[src/hw/ldst_pkg.sv]
// Shared widths, encodings and structs of the load/store unit, imported by every RTL module
package ldst_pkg;

	////////////////////////////////////////
	// Widths
	////////////////////////////////////////

	localparam int WIDTH_DATA		= 32;						// Data word
	localparam int WIDTH_ADDR		= 12;						// Address and length
	localparam int WIDTH_STRIDE		= 8;						// Stride, top of descriptor
	localparam int WIDTH_ISSUE		= 6;						// Issue number, wraps
	localparam int WIDTH_DST		= 5;						// Destination register index
	localparam int WIDTH_DESC_PAD	= WIDTH_DATA - WIDTH_STRIDE - WIDTH_ADDR;

	////////////////////////////////////////
	// Opcode fields
	////////////////////////////////////////

	localparam logic [1:0] OP_TYPE_MEM	= 2'b11;				// Memory access
	localparam logic OP_CLASS_LOAD		= 1'b0;
	localparam logic OP_CLASS_STORE		= 1'b1;

	typedef logic [WIDTH_DATA-1:0]		data_t;
	typedef logic [WIDTH_ADDR-1:0]		address_t;
	typedef logic [WIDTH_STRIDE-1:0]	stride_t;
	typedef logic [WIDTH_ISSUE-1:0]		issue_no_t;

	typedef struct packed {
		logic [1:0]				op_type;						// 3 selects memory access
		logic					op_class;						// 0 load, 1 store
	} op_t;

	typedef struct packed {
		op_t					op;
		logic [WIDTH_DST-1:0]	dst;
		issue_no_t				issue_no;
	} command_t;

	// Source word 1 is either plain data or a strided access descriptor
	typedef union packed {
		data_t					data;
		struct packed {
			stride_t						stride;				// Top bits
			logic [WIDTH_DESC_PAD-1:0]		pad;
			address_t						length;				// Low bits
		} desc;
	} desc_word_u;

	////////////////////////////////////////
	// Pipeline records
	////////////////////////////////////////

	typedef struct packed {
		address_t				length;
		stride_t				stride;
		address_t				base;
	} access_t;

	typedef struct packed {
		logic					v;
		op_t					op;
		logic [WIDTH_DST-1:0]	dst;
		issue_no_t				issue_no;
	} token_t;

	typedef struct packed {
		logic					v;
		token_t					token;
		access_t				access;
		data_t					st_data;						// Store word, unused by loads
	} chan_in_t;

	typedef struct packed {
		logic					req;							// Level while head is unissued
		access_t				access;
	} mem_req_t;

endpackage

[src/hw/ldst_channel.sv]
// Access queue for one direction, issues the head to memory and retires it into the commit slot
module ldst_channel
	import ldst_pkg::*;
#(
	parameter int DEPTH_BUFF_LDST = 8
)(
	input	logic			clock,
	input	logic			reset,
	input	chan_in_t		chan,					// Push from decode
	input	logic			ready,					// Memory can take a request
	input	logic			grant,					// One-cycle grant pulse
	input	logic			end_access,				// One-cycle end pulse
	input	data_t			mem_data,				// Load word at end pulse
	input	logic			slot_full,				// Commit slot still occupied
	output	mem_req_t		mem,
	output	data_t			st_data,
	output	token_t			done_token,
	output	data_t			done_data,
	output	logic			stall					// Queue full
);

	localparam int WIDTH_PTR = (DEPTH_BUFF_LDST > 1) ? $clog2(DEPTH_BUFF_LDST) : 1;
	localparam int WIDTH_CNT = $clog2(DEPTH_BUFF_LDST + 1);

	chan_in_t					buff [DEPTH_BUFF_LDST];
	chan_in_t					head;
	logic [WIDTH_PTR-1:0]		wr_ptr;
	logic [WIDTH_PTR-1:0]		rd_ptr;
	logic [WIDTH_CNT-1:0]		count;
	logic						issued;				// Head granted by memory
	logic						ended;				// Memory ended, slot was full
	data_t						end_data;
	logic						push;
	logic						pop;
	logic						finish;

	assign head		= buff[rd_ptr];
	assign push		= chan.v;
	assign finish	= issued & (end_access | ended) & ~slot_full;
	assign pop		= finish;
	assign stall	= count == WIDTH_CNT'(DEPTH_BUFF_LDST);

	////////////////////////////////////////
	// Queue storage and pointers
	////////////////////////////////////////

	always_ff @(posedge clock) begin
		if (push) begin
			buff[wr_ptr]	<= chan;
		end
	end

	always_ff @(posedge clock) begin
		if (reset) begin
			wr_ptr	<= '0;
			rd_ptr	<= '0;
			count	<= '0;
		end else begin
			if (push) begin
				wr_ptr	<= (wr_ptr == WIDTH_PTR'(DEPTH_BUFF_LDST - 1)) ? '0 : wr_ptr + 1'b1;
			end
			if (pop) begin
				rd_ptr	<= (rd_ptr == WIDTH_PTR'(DEPTH_BUFF_LDST - 1)) ? '0 : rd_ptr + 1'b1;
			end
			case ({push, pop})
				2'b10:		count <= count + 1'b1;
				2'b01:		count <= count - 1'b1;
				default:	count <= count;
			endcase
		end
	end

	////////////////////////////////////////
	// Access state
	////////////////////////////////////////

	always_ff @(posedge clock) begin
		if (reset) begin
			issued	<= 1'b0;
			ended	<= 1'b0;
		end else begin
			if (finish) begin
				issued	<= 1'b0;
			end else if (grant) begin
				issued	<= 1'b1;
			end
			if (finish) begin
				ended	<= 1'b0;
			end else if (end_access && issued) begin
				ended	<= 1'b1;					// Wait for the slot to drain
			end
		end
	end

	always_ff @(posedge clock) begin
		if (end_access) begin
			end_data	<= mem_data;
		end
	end

	always_comb begin
		mem.req		= (count != '0) & ~issued & ready;
		mem.access	= head.access;
	end

	assign st_data		= issued ? head.st_data : '0;	// Store word while in flight
	assign done_data	= ended ? end_data : mem_data;

	always_comb begin
		done_token		= head.token;
		done_token.v	= finish;
	end

	assert property (@(posedge clock) disable iff (reset) !(chan.v && stall));

	assert property (@(posedge clock) disable iff (reset) grant |-> mem.req);

	// One access in flight, and the memory ends it only once
	assert property (@(posedge clock) disable iff (reset) end_access |-> issued && !ended);

endmodule

[src/hw/ldst_commit.sv]
// Commit stage that holds one finished token per direction and writes back the older one on a grant
module ldst_commit
	import ldst_pkg::*;
(
	input	logic			clock,
	input	logic			reset,
	input	issue_no_t		issue_no,				// Current issue number
	input	token_t			ld_done_token,
	input	token_t			st_done_token,
	input	data_t			ld_done_data,
	input	logic			commit_grant,
	output	logic			ld_slot_full,
	output	logic			st_slot_full,
	output	token_t			wb_token,
	output	data_t			wb_data,
	output	logic			ldst_done				// Access finished
);

	token_t			ld_slot;
	token_t			st_slot;
	data_t			ld_slot_data;
	issue_no_t		age_ld;
	issue_no_t		age_st;
	logic			pick_ld;
	logic			release_ld;
	logic			release_st;
	token_t			wb_q;
	logic			wb_v;

	assign ld_slot_full	= ld_slot.v;
	assign st_slot_full	= st_slot.v;

	assign age_ld		= issue_no - ld_slot.issue_no;		// Modular age
	assign age_st		= issue_no - st_slot.issue_no;
	assign pick_ld		= ld_slot.v & (~st_slot.v | (age_ld >= age_st));
	assign release_ld	= commit_grant & pick_ld;
	assign release_st	= commit_grant & st_slot.v & ~pick_ld;

	////////////////////////////////////////
	// Slots and writeback
	////////////////////////////////////////

	always_ff @(posedge clock) begin
		if (reset) begin
			ld_slot.v	<= 1'b0;
			st_slot.v	<= 1'b0;
			wb_v		<= 1'b0;
			ldst_done	<= 1'b0;
		end else begin
			if (ld_done_token.v) begin
				ld_slot.v	<= 1'b1;
			end else if (release_ld) begin
				ld_slot.v	<= 1'b0;
			end
			if (st_done_token.v) begin
				st_slot.v	<= 1'b1;
			end else if (release_st) begin
				st_slot.v	<= 1'b0;
			end
			wb_v		<= release_ld | release_st;
			ldst_done	<= ld_done_token.v | st_done_token.v;
		end
	end

	always_ff @(posedge clock) begin
		if (ld_done_token.v) begin
			ld_slot.op			<= ld_done_token.op;
			ld_slot.dst			<= ld_done_token.dst;
			ld_slot.issue_no	<= ld_done_token.issue_no;
			ld_slot_data		<= ld_done_data;
		end
		if (st_done_token.v) begin
			st_slot.op			<= st_done_token.op;
			st_slot.dst			<= st_done_token.dst;
			st_slot.issue_no	<= st_done_token.issue_no;
		end
		wb_q	<= pick_ld ? ld_slot : st_slot;
		wb_data	<= pick_ld ? ld_slot_data : '0;	// Stores write back zero
	end

	always_comb begin
		wb_token	= wb_q;
		wb_token.v	= wb_v;
	end

	// Channels hold their finished access until the slot drains
	assert property (@(posedge clock) disable iff (reset)
		(ld_done_token.v |-> !ld_slot.v) and (st_done_token.v |-> !st_slot.v));

endmodule

[src/hw/ldst_decode.sv]
// Decode stage of the load/store unit that registers each issued command into the load or store channel
module ldst_decode
	import ldst_pkg::*;
(
	input	logic			clock,
	input	logic			reset,
	input	logic			stall,					// Freezes decode
	input	logic			cmd_req,				// Command valid this cycle
	input	command_t		command,
	input	issue_no_t		issue_no,				// Current issue number
	input	data_t			src_data1,				// Descriptor
	input	data_t			src_data2,				// Base
	input	data_t			src_data3,				// Store data
	output	chan_in_t		ld_in,
	output	chan_in_t		st_in
);

	desc_word_u		desc_word;
	chan_in_t		chan_next;
	chan_in_t		chan_q;
	issue_no_t		cmd_age;
	logic			is_mem;
	logic			accept;
	logic			ld_v;
	logic			st_v;

	assign desc_word.data	= src_data1;
	assign is_mem			= command.op.op_type == OP_TYPE_MEM;
	assign accept			= cmd_req & ~stall & is_mem;		// Other op types dropped
	assign cmd_age			= issue_no - command.issue_no;

	always_comb begin
		chan_next.v					= accept;
		chan_next.token.v			= accept;
		chan_next.token.op			= command.op;
		chan_next.token.dst			= command.dst;
		chan_next.token.issue_no	= command.issue_no;
		chan_next.access.length		= desc_word.desc.length;
		chan_next.access.stride		= desc_word.desc.stride;
		chan_next.access.base		= src_data2[WIDTH_ADDR-1:0];
		chan_next.st_data			= src_data3;
	end

	always_ff @(posedge clock) begin
		if (reset) begin
			ld_v	<= 1'b0;
			st_v	<= 1'b0;
		end else begin
			ld_v	<= accept & (command.op.op_class == OP_CLASS_LOAD);
			st_v	<= accept & (command.op.op_class == OP_CLASS_STORE);
		end
	end

	always_ff @(posedge clock) begin
		if (accept) begin
			chan_q	<= chan_next;						// Payload only
		end
	end

	// Both channels see the same payload and differ only in the valid
	always_comb begin
		ld_in			= chan_q;
		ld_in.v			= ld_v;
		ld_in.token.v	= ld_v;
		st_in			= chan_q;
		st_in.v			= st_v;
		st_in.token.v	= st_v;
	end

	// Commit compares ages against the current issue number, so accepted
	// commands must not run ahead of it by more than half the wrap range
	assert property (@(posedge clock) disable iff (reset)
		accept |-> !cmd_age[WIDTH_ISSUE-1]);

endmodule

[src/hw/ldst_unit.sv]
// Top level of the load/store unit, connects decode, the load and store channels and commit
module ldst_unit
	import ldst_pkg::*;
(
	input	logic			clock,
	input	logic			reset,
	input	logic			stall,					// Pipeline stall
	input	logic			cmd_req,
	input	command_t		command,
	input	issue_no_t		issue_no,
	input	data_t			src_data1,				// Descriptor
	input	data_t			src_data2,				// Base
	input	data_t			src_data3,				// Store data
	input	logic			ld_ready,
	input	logic			ld_grant,
	input	logic			ld_end,
	input	data_t			ld_data,
	input	logic			st_ready,
	input	logic			st_grant,
	input	logic			st_end,
	input	logic			commit_grant,
	output	mem_req_t		ld_mem,
	output	mem_req_t		st_mem,
	output	data_t			st_data,
	output	token_t			wb_token,
	output	data_t			wb_data,
	output	logic			ldst_done,
	output	logic			ld_stall,
	output	logic			st_stall
);

	chan_in_t		ld_in;
	chan_in_t		st_in;
	token_t			ld_done_token;
	token_t			st_done_token;
	data_t			ld_done_data;
	logic			ld_slot_full;
	logic			st_slot_full;

	ldst_decode i_decode (
		.clock		(clock),
		.reset		(reset),
		.stall		(stall),
		.cmd_req	(cmd_req),
		.command	(command),
		.issue_no	(issue_no),
		.src_data1	(src_data1),
		.src_data2	(src_data2),
		.src_data3	(src_data3),
		.ld_in		(ld_in),
		.st_in		(st_in)
	);

	ldst_channel ld_channel (
		.clock		(clock),
		.reset		(reset),
		.chan		(ld_in),
		.ready		(ld_ready),
		.grant		(ld_grant),
		.end_access	(ld_end),
		.mem_data	(ld_data),
		.slot_full	(ld_slot_full),
		.mem		(ld_mem),
		.st_data	(),							// Loads carry no store word
		.done_token	(ld_done_token),
		.done_data	(ld_done_data),
		.stall		(ld_stall)
	);

	ldst_channel st_channel (
		.clock		(clock),
		.reset		(reset),
		.chan		(st_in),
		.ready		(st_ready),
		.grant		(st_grant),
		.end_access	(st_end),
		.mem_data	('0),						// Stores return nothing
		.slot_full	(st_slot_full),
		.mem		(st_mem),
		.st_data	(st_data),
		.done_token	(st_done_token),
		.done_data	(),
		.stall		(st_stall)
	);

	ldst_commit i_commit (
		.clock			(clock),
		.reset			(reset),
		.issue_no		(issue_no),
		.ld_done_token	(ld_done_token),
		.st_done_token	(st_done_token),
		.ld_done_data	(ld_done_data),
		.commit_grant	(commit_grant),
		.ld_slot_full	(ld_slot_full),
		.st_slot_full	(st_slot_full),
		.wb_token		(wb_token),
		.wb_data		(wb_data),
		.ldst_done		(ldst_done)
	);

endmodule

[config.mk]
export PLATFORM = sky130hd
export DESIGN_NAME = ldst_unit
export DESIGN_NICKNAME = d
export VERILOG_FILES = /design/src/hw/ldst_pkg.sv /design/src/hw/ldst_channel.sv /design/src/hw/ldst_commit.sv /design/src/hw/ldst_decode.sv /design/src/hw/ldst_unit.sv
export SDC_FILE = /design/constraint.sdc
export NUM_CORES = 1
export LEC_CHECK = 0
export BUFFER_PORTS_ARGS = -buffer_cell sky130_fd_sc_hd__buf_2
export CAP_MARGIN = 20
export CORE_ASPECT_RATIO = 1.75
export CORE_UTILIZATION = 50
export DETAILED_ROUTE_END_ITERATION = 8
export PLACE_DENSITY = 0.77
export SYNTH_ARGS = -nofsm -noshare
export SYNTH_HDL_FRONTEND = slang
export SYNTH_HIERARCHICAL = 1
export SYNTH_SLANG_ARGS = --single-unit
[constraint.sdc]
create_clock -name clock -period 8 [get_ports clock]
set_clock_uncertainty 0.15 [all_clocks]
set_input_delay 1.6 -clock clock [delete_from_list [all_inputs] [get_ports clock]]
set_output_delay 1.6 -clock clock [all_outputs]
set_load 0.02 [all_outputs]
### Word-level counts from Yosys, hierarchy flattened

Memory sizes are Yosys's and may differ from the RTL's. A register that Yosys moved wholly into a read port is not among the register bits.
Index checks and enable logic that the tools add are counted.

* register bits: 246
* bits in writable memories: 1280
* input port bits: 159
* output and inout bits: 148
* word-level logic and storage cells: 122
* memories kept: 2

* $add $sub $neg: 10
* $lt $le $gt $ge: 1
* equality and inequality tests: 11
* multiplexer cells: 21
* bitwise gates (word level): 28
* reduce and logical (&&, ||, !) cells: 10

Memories
* ld_channel.buff: words 8, bits a word 80, read ports 1, clocked after memory_dff 1, write ports 1, line ldst_channel.sv:25 `chan_in_t buff [DEPTH_BUFF_LDST];`
* st_channel.buff: words 8, bits a word 80, read ports 1, clocked after memory_dff 1, write ports 1, line ldst_channel.sv:25

Operator list (count)
* two-way mux 32 bit: 2
* two-way mux 3 bit: 8
* bitwise AND 1 bit: 16
* case mux 4 bit (2 select lines): 2
* two-way mux 14 bit: 1
* adder 3 x 1 -> 3 bit (second input constant): 4
* == test 3 bit (second input constant): 4
* subtractor 6 bit: 2
* adder 4 x 1 -> 4 bit (second input constant): 2
* == test 4 bit (second input constant): 2
* two-way mux 1 bit: 8
* nonzero test 2 bit: 4
* nonzero test 4 bit: 2
* subtractor 4 x 1 -> 4 bit (second input constant): 2
* inverter 1 bit: 7
* == test 2 bit (second input constant): 3
* greater-or-equal comparator 6 bit: 1
* bitwise OR 1 bit: 5
* == test 2 x 1 -> 1 bit (second input constant): 2
* OR reduction 2 bit: 2
* logical AND 1 bit: 2

### Longest topological paths before layout

Gate-level depths: netlist of the first run.

* depth in word-level cells: 8
* gate-level depth with buffers: 14
* depth with buffers taken out: 12

### Hierarchy

Netlist of the first run, hierarchy kept.

Modules (own cells, without submodules)
* ldst_channel: times used 2, cells each 1089, area an instance 25684.6 µm², seq. area each 19999.2 µm²
* ldst_commit: times used 1, cells each 249, area an instance 3882.5 µm², seq. area each 2802.7 µm²
* ldst_decode: times used 1, cells each 168, area an instance 3051.7 µm², seq. area each 2382.3 µm²
* ldst_unit: times used 1, cells each 1, area an instance 3.8 µm², seq. area each 0.0 µm²

### Least setup slack after synthesis of the first run

Ideal clock, no wire load.

* path kind: reg-to-reg
* from: register i_decode.ld_v
* to: memory ld_channel/buff[0][0] (netlist name) (enable)
* setup time: 0.610 ns
* arrival: 5.830 ns
* data required time: 7.240 ns
* setup slack: 1.410 ns
* stages on the path, launching flop included: 4
* path buffers: 1
* clock period less this slack: 6.590 ns
* path through: dfxtp_1 buf_4 nand2b_1 nor3_1

* cells in the longest elaborated chain, start to end: 2

RTL lines
* from (decl): line ldst_decode.sv:24 `logic ld_v;`
* from (signal assigned): line ldst_decode.sv:49 `ld_v <= accept & (command.op.op_class == OP_CLASS_LOAD);`
* two-way mux 1 bit: line ldst_channel.sv:48 `if (push) begin`
* two-way mux 1 bit (implied by the code): line ldst_channel.sv:49 `buff[wr_ptr] <= chan;`
* to (decl): line ldst_channel.sv:25

No other way between the ends.

==> report_table.html, run 1 <==
<table>
<tr><th>Metric</th><th>Value</th></tr>
<tr><th colspan="2">Outcome</th></tr>
<tr><td>Result of the run</td><td>completed</td></tr>
<tr><th colspan="2">Floorplanning</th></tr>
<tr><td>Width of the chip</td><td>234 um</td></tr>
<tr><td>Floorplan Core Area</td><td>93,300 um2</td></tr>
<tr><td>Initial cell density of the core</td><td>50.6%</td></tr>
<tr><td>Number of I/O pins</td><td>307</td></tr>
<tr><td>Die Y</td><td>409 um</td></tr>
<tr><td>Std-Cell Rows</td><td>148</td></tr>
<tr><td>Area of the die</td><td>95,800 um2</td></tr>
<tr><th colspan="2">Layout</th></tr>
<tr><td>Post-Layout Cell Count</td><td>3,666</td></tr>
<tr><td>NumNets Final</td><td>2,561</td></tr>
<tr><td>Fill cell count</td><td>6,667</td></tr>
<tr><td>Share of post-route cells with drive strength above 1</td><td>36.1%</td></tr>
<tr><td>Layout Area Growth over Synthesis</td><td>12.3%</td></tr>
<tr><th colspan="2">Global routing</th></tr>
<tr><td>First-pass GRT wire length</td><td>144,000 um</td></tr>
<tr><td>Pin count of the biggest net entering global routing</td><td>93</td></tr>
<tr><td>Number of antenna violations at the first check in global routing</td><td>4</td></tr>
<tr><td>Vias in the first global route</td><td>22,700</td></tr>
<tr><td>Overflow left after global routing</td><td>0</td></tr>
<tr><td>Total track usage</td><td>20.7%</td></tr>
<tr><th colspan="2">Power</th></tr>
<tr><td>Internal</td><td>0.0104 W</td></tr>
<tr><td>Static Leakage</td><td>17.1 nW</td></tr>
<tr><td>Switch share</td><td>20.6%</td></tr>
<tr><td>Power spent charging and discharging nets</td><td>0.00270 W</td></tr>
<tr><td>Proportion of power drawn by flip-flops and latches</td><td>55.0%</td></tr>
<tr><td>Largest vdd supply drop</td><td>181 uV</td></tr>
<tr><td>Total power of the final layout</td><td>0.0131 W</td></tr>
<tr><td>Part of the total power dissipated in the clock network</td><td>41.0%</td></tr>
<tr><td>Power density over cell area</td><td>247 nW/um2</td></tr>
<tr><td>Part of the total power dissipated in combinational logic</td><td>4.0%</td></tr>
<tr><th colspan="2">Synthesis</th></tr>
<tr><td>Summed instance area of the synthesized netlist</td><td>47,200 um2</td></tr>
<tr><td>Post-synthesis average cell area</td><td>22.2 um2</td></tr>
<tr><td>Yosys warns</td><td>6</td></tr>
<tr><td>Cell count after synthesis</td><td>2,129</td></tr>
<tr><td>Synth Net Count</td><td>2,320</td></tr>
<tr><th colspan="2">STA</th></tr>
<tr><td>Tcrit/Tclk final</td><td>64.9%</td></tr>
<tr><td>Hold Fails Final Rpt</td><td>0</td></tr>
<tr><td>Number of setup violations in the final report</td><td>0</td></tr>
<tr><td>Worst max-slew margin expressed relative to the limit</td><td>31.8%</td></tr>
<tr><td>Fin Setup TNS</td><td>0 ns</td></tr>
<tr><td>Maximum clock frequency</td><td>0.193 GHz</td></tr>
<tr><td>Count of pins over their slew limit</td><td>0</td></tr>
<tr><td>Minimum hold slack</td><td>0.286 ns</td></tr>
<tr><td>Slew at the pin closest to its max-slew limit</td><td>1.02 ns</td></tr>
<tr><td>RSZ-0062 raised after global routing</td><td>false</td></tr>
<tr><td>Crit path time final</td><td>5.19 ns</td></tr>
<tr><th colspan="2">Clock tree</th></tr>
<tr><td>Root buf cell</td><td>clkbuf_16</td></tr>
<tr><td>Buffer depth of the longest clock path</td><td>3</td></tr>
<tr><td>Post-CTS setup-driven buffer insertion count</td><td>0</td></tr>
<tr><td>Hold-fix buffers at CTS</td><td>0</td></tr>
<tr><td>H-tree lvl count</td><td>3</td></tr>
<tr><td>Clock latency on the worst-skew pair</td><td>0.71 ns</td></tr>
<tr><td>Number of cells upsized or downsized after cts</td><td>0</td></tr>
<tr><td>Sink Count</td><td>1,244</td></tr>
<tr><td>Number of buffers inserted during clock tree synthesis</td><td>106</td></tr>
<tr><td>CTS tree</td><td>done</td></tr>
<tr><td>Clock-pin transition on the worst setup and hold timing paths</td><td>0.07 ns</td></tr>
<tr><th colspan="2">Placed design</th></tr>
<tr><td>Cell total after placement</td><td>3,462</td></tr>
<tr><td>Last weighted congestion value of the routability-driven placer</td><td>0.798</td></tr>
<tr><td>Port bufs</td><td>274</td></tr>
<tr><td>DPL Wire Length</td><td>54,600 um</td></tr>
<tr><th colspan="2">Routing</th></tr>
<tr><td>1st-pass router iterations</td><td>5</td></tr>
<tr><td>Ratio of routed vias to standard cells</td><td>5.81</td></tr>
<tr><td>Wirelength per Cell</td><td>26.7 um</td></tr>
<tr><td>Violation count after the first detailed-route iteration</td><td>1,538</td></tr>
<tr><td>Via count of the routed design</td><td>21,300</td></tr>
<tr><td>Final antenna-violating net count</td><td>0</td></tr>
<tr><td>Total length of routed wires</td><td>97,800 um</td></tr>
<tr><td>DRC errors left</td><td>0</td></tr>
<tr><th colspan="2">Worst setup path</th></tr>
<tr><td>WP data required</td><td>6.25 ns</td></tr>
<tr><td>Slowest cell delay on critical path</td><td>0.83 ns</td></tr>
<tr><td>Crit-path max FO</td><td>38</td></tr>
<tr><td>Series of cell instances along the critical path</td><td>buf_4 &gt; mux4_2 &gt; mux2_2 &gt; buf_2</td></tr>
<tr><td>Setup CP Type</td><td>register to output port</td></tr>
<tr><td>Slowest cell on the critical path</td><td>dfxtp_4</td></tr>
<tr><td>Data arrival time at the worst-slack endpoint</td><td>3.44 ns</td></tr>
<tr><td>Kind of end point of the critical path</td><td>output port</td></tr>
<tr><td>Combined buffer and inverter count along the critical path</td><td>2</td></tr>
<tr><td>Worst setup SP type</td><td>register</td></tr>
<tr><td>Gate family responsible for the most delay along the worst path</td><td>multiplexers</td></tr>
<tr><th colspan="2">Hold path</th></tr>
<tr><td>Class of the most critical hold timing path</td><td>register to register</td></tr>
<tr><th colspan="2">Run</th></tr>
<tr><td>Max capacitance violation total</td><td>0</td></tr>
</table>
==> metrics by stage <==
step	setup WS [ns]	cell area [um2]	util (%)
2_1_floorplan	1.44	47200	-
4_1_cts	2.65	53000	56.8
3_3_place_gp	3.02	49300	52.9
5_1_grt	2.58	53000	56.8
3_5_place_dp	2.95	49300	52.9
6_report	2.81	53000	56.8
==> worst register-to-register path: stages, from the launching register on <==
cell	delay, ns
edfxtp_1	0.43
inv_1	0.13
ha_1	0.29
and2_1	0.19
o21ai_0	0.17
o31ai_1	0.10
a211o_1	0.28
ha_1	0.31
nand4_1	0.13
or2_1	0.26
o221ai_4	0.31
buf_4	0.48
mux2_2	0.42
==> cell usage in the layout (no fill, tap or decap), types with 5 or more instances in the layout <==
master / count
nand2b_1: 11
o21ai_0: 8
ha_1: 30
edfxtp_1: 1162
nor3_2: 5
dfxtp_1: 76
mux2_2: 136
clkinv_2: 22
mux4_1: 8
and2_1: 33
buf_4: 37
inv_6: 6
nor2_1: 29
nand2_1: 8
nor2_4: 13
nor2b_1: 38
clkbuf_1: 17
clkbuf_16: 108
xor2_1: 9
dfxtp_4: 5
a21oi_1: 13
clkinv_1: 16
inv_1: 20
buf_2: 274
nor3_1: 8
mux2i_1: 46
mux4_2: 240
bufinv_16: 15
==> power groups by stage <==
| stage | clock [W] | combinational, W | sequential, W |
|---|---|---|---|
| after global placement | 0 | 0.000511 | 0.00734 |
| after CTS | 0.00549 | 0.000531 | 0.00721 |
| final | 0.00538 | 0.000522 | 0.00721 |
| after global routing | 0.00571 | 0.000562 | 0.00722 |
| after floorplan | 0 | 0.000411 | 0.00731 |
| after detailed placement | 0 | 0.000526 | 0.00735 |
==> routing by layer <==
metal | part of all wire, % | track usage (%) | routed length, um | vias up
li1 | - | - | - | 9057
met1 | 38 | 25.0 | 36800 | 11300
met2 | 54 | 37.3 | 53100 | 725
met3 | 5.2 | 2.69 | 5110 | 171
met4 | 2.8 | 7.55 | 2750 | 2
met5 | 0.014 | 0 | 14 | -
==> final timing paths <==
check        cells past startpoint                 startpoint  slack [ns]                     to
min reg2reg                      1  i_commit/ld_slot_data[17]        0.29   i_commit/wb_data[17]
min                              1  i_commit/ld_slot_data[17]        0.29   i_commit/wb_data[17]
max reg2reg                     12        i_commit/ld_slot[4]        4.25  i_commit/wb_token[10]
max                              4                   register        2.81              ld_mem[8]
==> registers in the layout, summed over array words and instances, names as in the netlist, 3 cells and up, named ones only <==
signal	flops
st_channel/buff	624
ld_channel/buff	368
i_decode/ld_in	78
i_commit/ld_slot_data	32
i_commit/wb_data	32
ld_channel/end_data	32
i_commit/ld_slot	14
i_commit/st_slot	14
i_commit/wb_token	14
ld_channel/count	4
st_channel/count	4
ld_channel/rd_ptr	3
ld_channel/wr_ptr	3
st_channel/rd_ptr	3
st_channel/wr_ptr	3
==> cell type report <==
type                       instances  area [um2]  area share, %
sequential                      1244       36600           68.9
multi-input combinational        685        9510           17.9
tap                             1200        1500           2.83
antenna                            3        7.51         0.0142
clock inverter                    73         895           1.69
timing repair buffer             313        1690           3.18
clock buffer                     128        2810           5.29
inverter                          20        75.1          0.142
No activity file was read; power rests on OpenSTA's default activity.
==> inputs of run 2 (changes only) <==
Settings changed: PLACE_DENSITY 0.77 to 0.8.
Clock period 8 ns to 4.35 ns, I/O delays scaled along.
==> run 2 against run 1 <==
Net effect: sequential cell count did not move; global-route usage fell by 0.27 points; largest power group unchanged; non-clock buffer count rose by 12; highest routed layer unchanged.
==> report_table.html, run 2 (synthesized netlist as in run 1, its figures left out) <==
<table>
<tr><th>Metric</th><th>Value</th></tr>
<tr><th colspan="2">Run</th></tr>
<tr><td>Max capacitance violation total</td><td>0 (unchanged)</td></tr>
<tr><th colspan="2">Worst setup path</th></tr>
<tr><td>Kind of end point of the critical path</td><td>output port</td></tr>
<tr><td>Gate family responsible for the most delay along the worst path</td><td>multiplexers</td></tr>
<tr><td>Crit-path max FO</td><td>28 (-26%)</td></tr>
<tr><td>Slowest cell on the critical path</td><td>dfxtp_4</td></tr>
<tr><td>Data arrival time at the worst-slack endpoint</td><td>2.85 ns (-0.59 ns)</td></tr>
<tr><td>Setup CP Type</td><td>register to output port</td></tr>
<tr><td>Worst setup SP type</td><td>register</td></tr>
<tr><td>WP data required</td><td>3.33 ns (-2.92 ns)</td></tr>
<tr><td>Series of cell instances along the critical path</td><td>buf_12 &gt; mux4_1 &gt; mux2_2 &gt; buf_2</td></tr>
<tr><td>Slowest cell delay on critical path</td><td>0.75 ns (-0.08 ns)</td></tr>
<tr><td>Combined buffer and inverter count along the critical path</td><td>2 (unchanged)</td></tr>
<tr><th colspan="2">STA</th></tr>
<tr><td>Tcrit/Tclk final</td><td>89.0%</td></tr>
<tr><td>Fin Setup TNS</td><td>0 ns (unchanged)</td></tr>
<tr><td>Slew at the pin closest to its max-slew limit</td><td>1.05 ns (+0.0242 ns)</td></tr>
<tr><td>Maximum clock frequency</td><td>0.258 GHz</td></tr>
<tr><td>Hold Fails Final Rpt</td><td>0 (unchanged)</td></tr>
<tr><td>Worst max-slew margin expressed relative to the limit</td><td>30.2% (-1.6 points)</td></tr>
<tr><td>RSZ-0062 raised after global routing</td><td>false</td></tr>
<tr><td>Number of setup violations in the final report</td><td>0 (unchanged)</td></tr>
<tr><td>Crit path time final</td><td>3.87 ns</td></tr>
<tr><td>Count of pins over their slew limit</td><td>0 (unchanged)</td></tr>
<tr><td>Minimum hold slack</td><td>0.166 ns (-0.120 ns)</td></tr>
<tr><th colspan="2">Clock tree</th></tr>
<tr><td>H-tree lvl count</td><td>3 (unchanged)</td></tr>
<tr><td>Number of cells upsized or downsized after cts</td><td>0 (unchanged)</td></tr>
<tr><td>Root buf cell</td><td>clkbuf_16</td></tr>
<tr><td>Buffer depth of the longest clock path</td><td>3 (unchanged)</td></tr>
<tr><td>Number of buffers inserted during clock tree synthesis</td><td>105 (-0.94%)</td></tr>
<tr><td>Clock latency on the worst-skew pair</td><td>0.72 ns (about the same)</td></tr>
<tr><td>Post-CTS setup-driven buffer insertion count</td><td>0 (unchanged)</td></tr>
<tr><td>Clock-pin transition on the worst setup and hold timing paths</td><td>0.07 ns (about the same)</td></tr>
<tr><td>Sink Count</td><td>1,244 (unchanged)</td></tr>
<tr><td>CTS tree</td><td>done</td></tr>
<tr><td>Hold-fix buffers at CTS</td><td>0 (unchanged)</td></tr>
<tr><th colspan="2">Routing</th></tr>
<tr><td>Final antenna-violating net count</td><td>0 (unchanged)</td></tr>
<tr><td>DRC errors left</td><td>0 (unchanged)</td></tr>
<tr><td>Wirelength per Cell</td><td>26.3 um (-1.3%)</td></tr>
<tr><td>Violation count after the first detailed-route iteration</td><td>1,742 (+13%)</td></tr>
<tr><td>Total length of routed wires</td><td>96,600 um (-1.1%)</td></tr>
<tr><td>Via count of the routed design</td><td>21,300 (-0.14%)</td></tr>
<tr><td>Ratio of routed vias to standard cells</td><td>5.79 (-0.27%)</td></tr>
<tr><td>1st-pass router iterations</td><td>7 (+2)</td></tr>
<tr><th colspan="2">Layout</th></tr>
<tr><td>Final design instance area without fill</td><td>53,000 um2 (about the same)</td></tr>
<tr><td>Fill cell count</td><td>6,615 (-0.78%)</td></tr>
<tr><td>Number of flip-flops in the largest register</td><td>624 (unchanged)</td></tr>
<tr><td>Most common cell after layout, fill and taps aside</td><td>edfxtp_1</td></tr>
<tr><td>Register containing the most flip-flops in the final layout</td><td>st_channel/buff</td></tr>
<tr><td>NumNets Final</td><td>2,572 (+0.43%)</td></tr>
<tr><td>Post-Layout Cell Count</td><td>3,671 (+0.14%)</td></tr>
<tr><td>Layout Area Growth over Synthesis</td><td>12.3% (about the same)</td></tr>
<tr><td>Most used cells in the layout excluding fill and tap cells</td><td>1,162 x edfxtp_1, 274 x buf_2, 240 x mux4_2</td></tr>
<tr><td>Share of post-route cells with drive strength above 1</td><td>36.1% (about the same)</td></tr>
<tr><th colspan="2">Floorplanning</th></tr>
<tr><td>Die Y</td><td>409 um (unchanged)</td></tr>
<tr><td>Number of I/O pins</td><td>307 (unchanged)</td></tr>
<tr><td>Width of the chip</td><td>234 um (unchanged)</td></tr>
<tr><td>Std-Cell Rows</td><td>148 (unchanged)</td></tr>
<tr><td>Floorplan Core Area</td><td>93,300 um2 (unchanged)</td></tr>
<tr><td>Area of the die</td><td>95,800 um2 (unchanged)</td></tr>
<tr><td>Initial cell density of the core</td><td>50.6% (unchanged)</td></tr>
<tr><th colspan="2">Global routing</th></tr>
<tr><td>Pin count of the biggest net entering global routing</td><td>79 (-15%)</td></tr>
<tr><td>First-pass GRT wire length</td><td>142,000 um (-1.5%)</td></tr>
<tr><td>Vias in the first global route</td><td>22,700 (+0.0044%)</td></tr>
<tr><td>Overflow left after global routing</td><td>0 (unchanged)</td></tr>
<tr><td>Total track usage</td><td>20.4% (-0.27 points)</td></tr>
<tr><td>Number of antenna violations at the first check in global routing</td><td>5 (+1)</td></tr>
<tr><th colspan="2">Placed design</th></tr>
<tr><td>Port bufs</td><td>274 (unchanged)</td></tr>
<tr><td>Cell total after placement</td><td>3,474 (+0.35%)</td></tr>
<tr><td>DPL Wire Length</td><td>55,900 um (+2.5%)</td></tr>
<tr><td>Placement-stage cell area</td><td>49,500 um2 (+0.41%)</td></tr>
<tr><td>Last weighted congestion value of the routability-driven placer</td><td>0.759 (-4.9%)</td></tr>
<tr><th colspan="2">Power</th></tr>
<tr><td>Static Leakage</td><td>17.1 nW (-0.14%)</td></tr>
<tr><td>Total power of the final layout</td><td>0.0237 W (+81%)</td></tr>
<tr><td>Largest vdd supply drop</td><td>479 uV (+160%)</td></tr>
<tr><td>Power density over cell area</td><td>447 nW/um2 (+81%)</td></tr>
<tr><th colspan="2">Hold path</th></tr>
<tr><td>Class of the most critical hold timing path</td><td>primary input to register</td></tr>
<tr><th colspan="2">Outcome</th></tr>
<tr><td>Result of the run</td><td>completed</td></tr>
</table>
[run 2: routing by layer]
metal	GRT usage, %	part of all wire (%)	wire length [um]	vias to the layer above
li1	-	-	-	9071
met1	25.0	37	36100	11200
met2	35.6	53	51000	836
met3	3.61	6.6	6420	177
met4	7.81	3.2	3070	6
met5	0	0.036	35	-
[run 2: metrics by stage]
stage                     util (%)  setup slack (ns)
final                         56.8             0.477
after floorplan                  -            -0.126
after CTS                     56.8             0.373
after global placement        53.1             0.409
after detailed placement      53.1             0.371
after global routing          56.8             0.311
[run 2: final cells by class]
type                       count  area, um2  area share [%]
inverter                      20       75.1           0.142
sequential                  1244      36600            68.9
multi-input combinational    685       9520            17.9
timing repair buffer         325       1880            3.54
tap                         1200       1500            2.83
clock inverter                69        728            1.37
clock buffer                 127       2780            5.25
antenna                        1       2.50         0.00472
[run 2: path summary, 6_finish.rpt]
kind | from | end | slack, ns | cells after the start
hold reg to reg | i_commit/ld_slot_data[5] | i_commit/wb_data[5] | 0.29 | 1
hold / removal | src_data1[1] | i_decode/ld_in[53] | 0.17 | 1
setup reg to reg | i_commit/st_slot[1] | i_commit/wb_token[11] | 0.94 | 11
setup / recovery | register | ld_mem[1] | 0.48 | 4
[run 2: power breakdown]
part           total (W)  switching, W  internal [W]  leakage, nW
logic           0.000990      0.000515      0.000476         4.21
clock network    0.00945       0.00428       0.00517         1.70
registers         0.0133      0.000132        0.0131         11.2
total             0.0237       0.00492        0.0188         17.1
==> inputs of run 3 (changes only) <==
Settings changed: CORE_UTILIZATION 50 to 35, CTS_CLUSTER_DIAMETER set to 50, PLACE_DENSITY 0.8 to 0.61.
Clock period 4.35 ns to 4.5 ns, I/O delays scaled along.
==> run 3 against run 2 <==
Net effect: sequential cell count is the same; sequential power shrank 4%; final area grew 2.4%; die area grew 43%; global-route usage shrank 5.3 points; non-clock buffer count grew 7; clock power grew 5.2%.
==> report_table.html, run 3 (synthesized netlist as in run 1, its figures left out) <==
<table>
<tr><th>Metric</th><th>Value</th></tr>
<tr><th colspan="2">Clock tree</th></tr>
<tr><td>Root buf cell</td><td>clkbuf_16</td></tr>
<tr><td>Number of cells upsized or downsized after cts</td><td>0 (unchanged)</td></tr>
<tr><td>Buffer depth of the longest clock path</td><td>3 (unchanged)</td></tr>
<tr><td>CTS tree</td><td>done</td></tr>
<tr><td>Clock-pin transition on the worst setup and hold timing paths</td><td>0.07 ns (about the same)</td></tr>
<tr><td>Number of buffers inserted during clock tree synthesis</td><td>115 (+9.5%)</td></tr>
<tr><td>Sink Count</td><td>1,244 (unchanged)</td></tr>
<tr><td>Post-CTS setup-driven buffer insertion count</td><td>0 (unchanged)</td></tr>
<tr><td>H-tree lvl count</td><td>3 (unchanged)</td></tr>
<tr><td>Clock latency on the worst-skew pair</td><td>0.76 ns (+0.04 ns)</td></tr>
<tr><td>Hold-fix buffers at CTS</td><td>0 (unchanged)</td></tr>
<tr><th colspan="2">Global routing</th></tr>
<tr><td>Pin count of the biggest net entering global routing</td><td>72 (-8.9%)</td></tr>
<tr><td>Number of antenna violations at the first check in global routing</td><td>9 (+4)</td></tr>
<tr><td>Total track usage</td><td>15.1% (-5.3 points)</td></tr>
<tr><td>First-pass GRT wire length</td><td>151,000 um (+6.4%)</td></tr>
<tr><td>Vias in the first global route</td><td>23,000 (+1.7%)</td></tr>
<tr><td>Overflow left after global routing</td><td>0 (unchanged)</td></tr>
<tr><th colspan="2">Routing</th></tr>
<tr><td>Via count of the routed design</td><td>21,100 (-0.54%)</td></tr>
<tr><td>DRC errors left</td><td>0 (unchanged)</td></tr>
<tr><td>Ratio of routed vias to standard cells</td><td>4.91 (-15%)</td></tr>
<tr><td>Violation count after the first detailed-route iteration</td><td>1,467 (-16%)</td></tr>
<tr><td>Total length of routed wires</td><td>103,000 um (+6.3%)</td></tr>
<tr><td>Final antenna-violating net count</td><td>0 (unchanged)</td></tr>
<tr><td>Wirelength per Cell</td><td>23.9 um (-9.3%)</td></tr>
<tr><td>1st-pass router iterations</td><td>5 (-2)</td></tr>
<tr><th colspan="2">Worst setup path</th></tr>
<tr><td>Data arrival time at the worst-slack endpoint</td><td>2.93 ns (+0.08 ns)</td></tr>
<tr><td>Kind of end point of the critical path</td><td>output port</td></tr>
<tr><td>Crit-path max FO</td><td>26 (-7.1%)</td></tr>
<tr><td>Setup CP Type</td><td>register to output port</td></tr>
<tr><td>Worst setup SP type</td><td>register</td></tr>
<tr><td>WP data required</td><td>3.45 ns (+0.12 ns)</td></tr>
<tr><th colspan="2">Floorplanning</th></tr>
<tr><td>Die Y</td><td>488 um (+19%)</td></tr>
<tr><td>Width of the chip</td><td>280 um (+19%)</td></tr>
<tr><td>Initial cell density of the core</td><td>35.2% (-15 points)</td></tr>
<tr><td>Floorplan Core Area</td><td>134,000 um2 (+44%)</td></tr>
<tr><td>Number of I/O pins</td><td>307 (unchanged)</td></tr>
<tr><td>Std-Cell Rows</td><td>178 (+20%)</td></tr>
<tr><td>Area of the die</td><td>137,000 um2 (+43%)</td></tr>
<tr><th colspan="2">STA</th></tr>
<tr><td>Minimum hold slack</td><td>0.156 ns (-0.0106 ns)</td></tr>
<tr><td>RSZ-0062 raised after global routing</td><td>false</td></tr>
<tr><td>Worst max-slew margin expressed relative to the limit</td><td>37.0% (+6.8 points)</td></tr>
<tr><td>Slew at the pin closest to its max-slew limit</td><td>0.946 ns (-0.101 ns)</td></tr>
<tr><td>Crit path time final</td><td>3.98 ns</td></tr>
<tr><td>Number of setup violations in the final report</td><td>0 (unchanged)</td></tr>
<tr><td>Count of pins over their slew limit</td><td>0 (unchanged)</td></tr>
<tr><td>Fin Setup TNS</td><td>0 ns (unchanged)</td></tr>
<tr><td>Maximum clock frequency</td><td>0.252 GHz</td></tr>
<tr><td>Setup ws final</td><td>0.524 ns (+0.0474 ns)</td></tr>
<tr><td>Hold Fails Final Rpt</td><td>0 (unchanged)</td></tr>
<tr><td>Tcrit/Tclk final</td><td>88.3%</td></tr>
<tr><th colspan="2">Hold path</th></tr>
<tr><td>Class of the most critical hold timing path</td><td>primary input to register</td></tr>
<tr><th colspan="2">Layout</th></tr>
<tr><td>Most used cells in the layout excluding fill and tap cells</td><td>1,162 x edfxtp_1, 274 x buf_2, 240 x mux4_2</td></tr>
<tr><td>Layout Area Growth over Synthesis</td><td>15.0%</td></tr>
<tr><td>Share of post-route cells with drive strength above 1</td><td>36.8% (+0.75 points)</td></tr>
<tr><td>Post-Layout Cell Count</td><td>4,303 (+17%)</td></tr>
<tr><td>NumNets Final</td><td>2,589 (+0.66%)</td></tr>
<tr><td>Final design utilization</td><td>40.5% (-16 points)</td></tr>
<tr><td>Register containing the most flip-flops in the final layout</td><td>st_channel/buff</td></tr>
<tr><td>Number of flip-flops in the largest register</td><td>624 (unchanged)</td></tr>
<tr><td>Most common cell after layout, fill and taps aside</td><td>edfxtp_1</td></tr>
<tr><th colspan="2">Placed design</th></tr>
<tr><td>Port bufs</td><td>274 (unchanged)</td></tr>
<tr><td>Worst-case setup slack after placement</td><td>0.0726 ns (-0.299 ns)</td></tr>
<tr><td>DPL Wire Length</td><td>61,500 um (+9.9%)</td></tr>
<tr><td>Last weighted congestion value of the routability-driven placer</td><td>0.767 (+1.1%)</td></tr>
<tr><td>Cell total after placement</td><td>4,081 (+17%)</td></tr>
<tr><th colspan="2">Outcome</th></tr>
<tr><td>Result of the run</td><td>completed</td></tr>
<tr><th colspan="2">Power</th></tr>
<tr><td>Static Leakage</td><td>17.3 nW (+1.4%)</td></tr>
<tr><td>Power density over cell area</td><td>437 nW/um2 (-2.3%)</td></tr>
<tr><td>Largest vdd supply drop</td><td>364 uV (-24%)</td></tr>
<tr><th colspan="2">Run</th></tr>
<tr><td>Max capacitance violation total</td><td>0 (unchanged)</td></tr>
</table>
==> run 3: cell count changes in the layout (fill, tap and decap cells not counted), sizes merged <==
cell	before	now
clkbuf	127	144
buf	325	332
clkinv	44	51
inv	29	26
bufinv	9	11
clkinvlp	7	8
diode	1	2
==> run 3: layout make-up <==
class | instances | area (um2)
Antenna cell | 2 | 5.00
Clock buffer | 144 | 3050
Clock inverter | 76 | 892
Fill cell | 11900 | 79700
Inverter | 20 | 75.1
Multi-Input combinational cell | 685 | 9520
Sequential cell | 1244 | 36600
Tap cell | 1800 | 2250
Timing Repair Buffer | 332 | 1990
==> run 3: final timing paths <==
kind / slack (ns) / depth (start not counted) / from / endpoint
worst min register to register: 0.25 / 1 / i_commit/ld_slot_data[28] / i_commit/wb_data[28]
worst min-delay path: 0.16 / 1 / src_data1[29] / i_decode/ld_in[49]
worst max-delay path: 0.52 / 4 / register / ld_mem[11]
worst max register to register: 0.71 / 11 / i_commit/st_slot[1] / i_commit/wb_data[0]
==> run 3: worst max-delay path, stage by stage, from the launching register on <==
cell	delay, ns
dfxtp_4	0.72
buf_12	0.32
mux4_1	0.60
mux2_2	0.31
buf_2	0.17
==> run 3: metrics by stage <==
step | power (W) | area [um2]
2_1_floorplan | 0.0137 | 47300
3_3_place_gp | 0.0140 | 50400
3_5_place_dp | 0.0140 | 50400
4_1_cts | 0.0240 | 54300
5_1_grt | 0.0245 | 54300
6_report | 0.0237 | 54300
==> run 3: report_power, final <==
part | leakage (nW) | internal [W] | switching, W
Sequential | 11.2 | 0.0127 | 0.000128
Combinational | 4.26 | 0.000458 | 0.000499
Clock | 1.90 | 0.00553 | 0.00442
==> run 3: routing by layer <==
layer  share of wire, %  global-route usage (%)  up-vias  routed length, um
li1                   -                       -     9114                  -
met1                 40                    18.2    11400              41500
met5              0.091                       0        -                 93
met4                1.7                    3.83       16               1740
met2                 53                    27.4      515              54700
met3                4.5                    2.96      130               4670
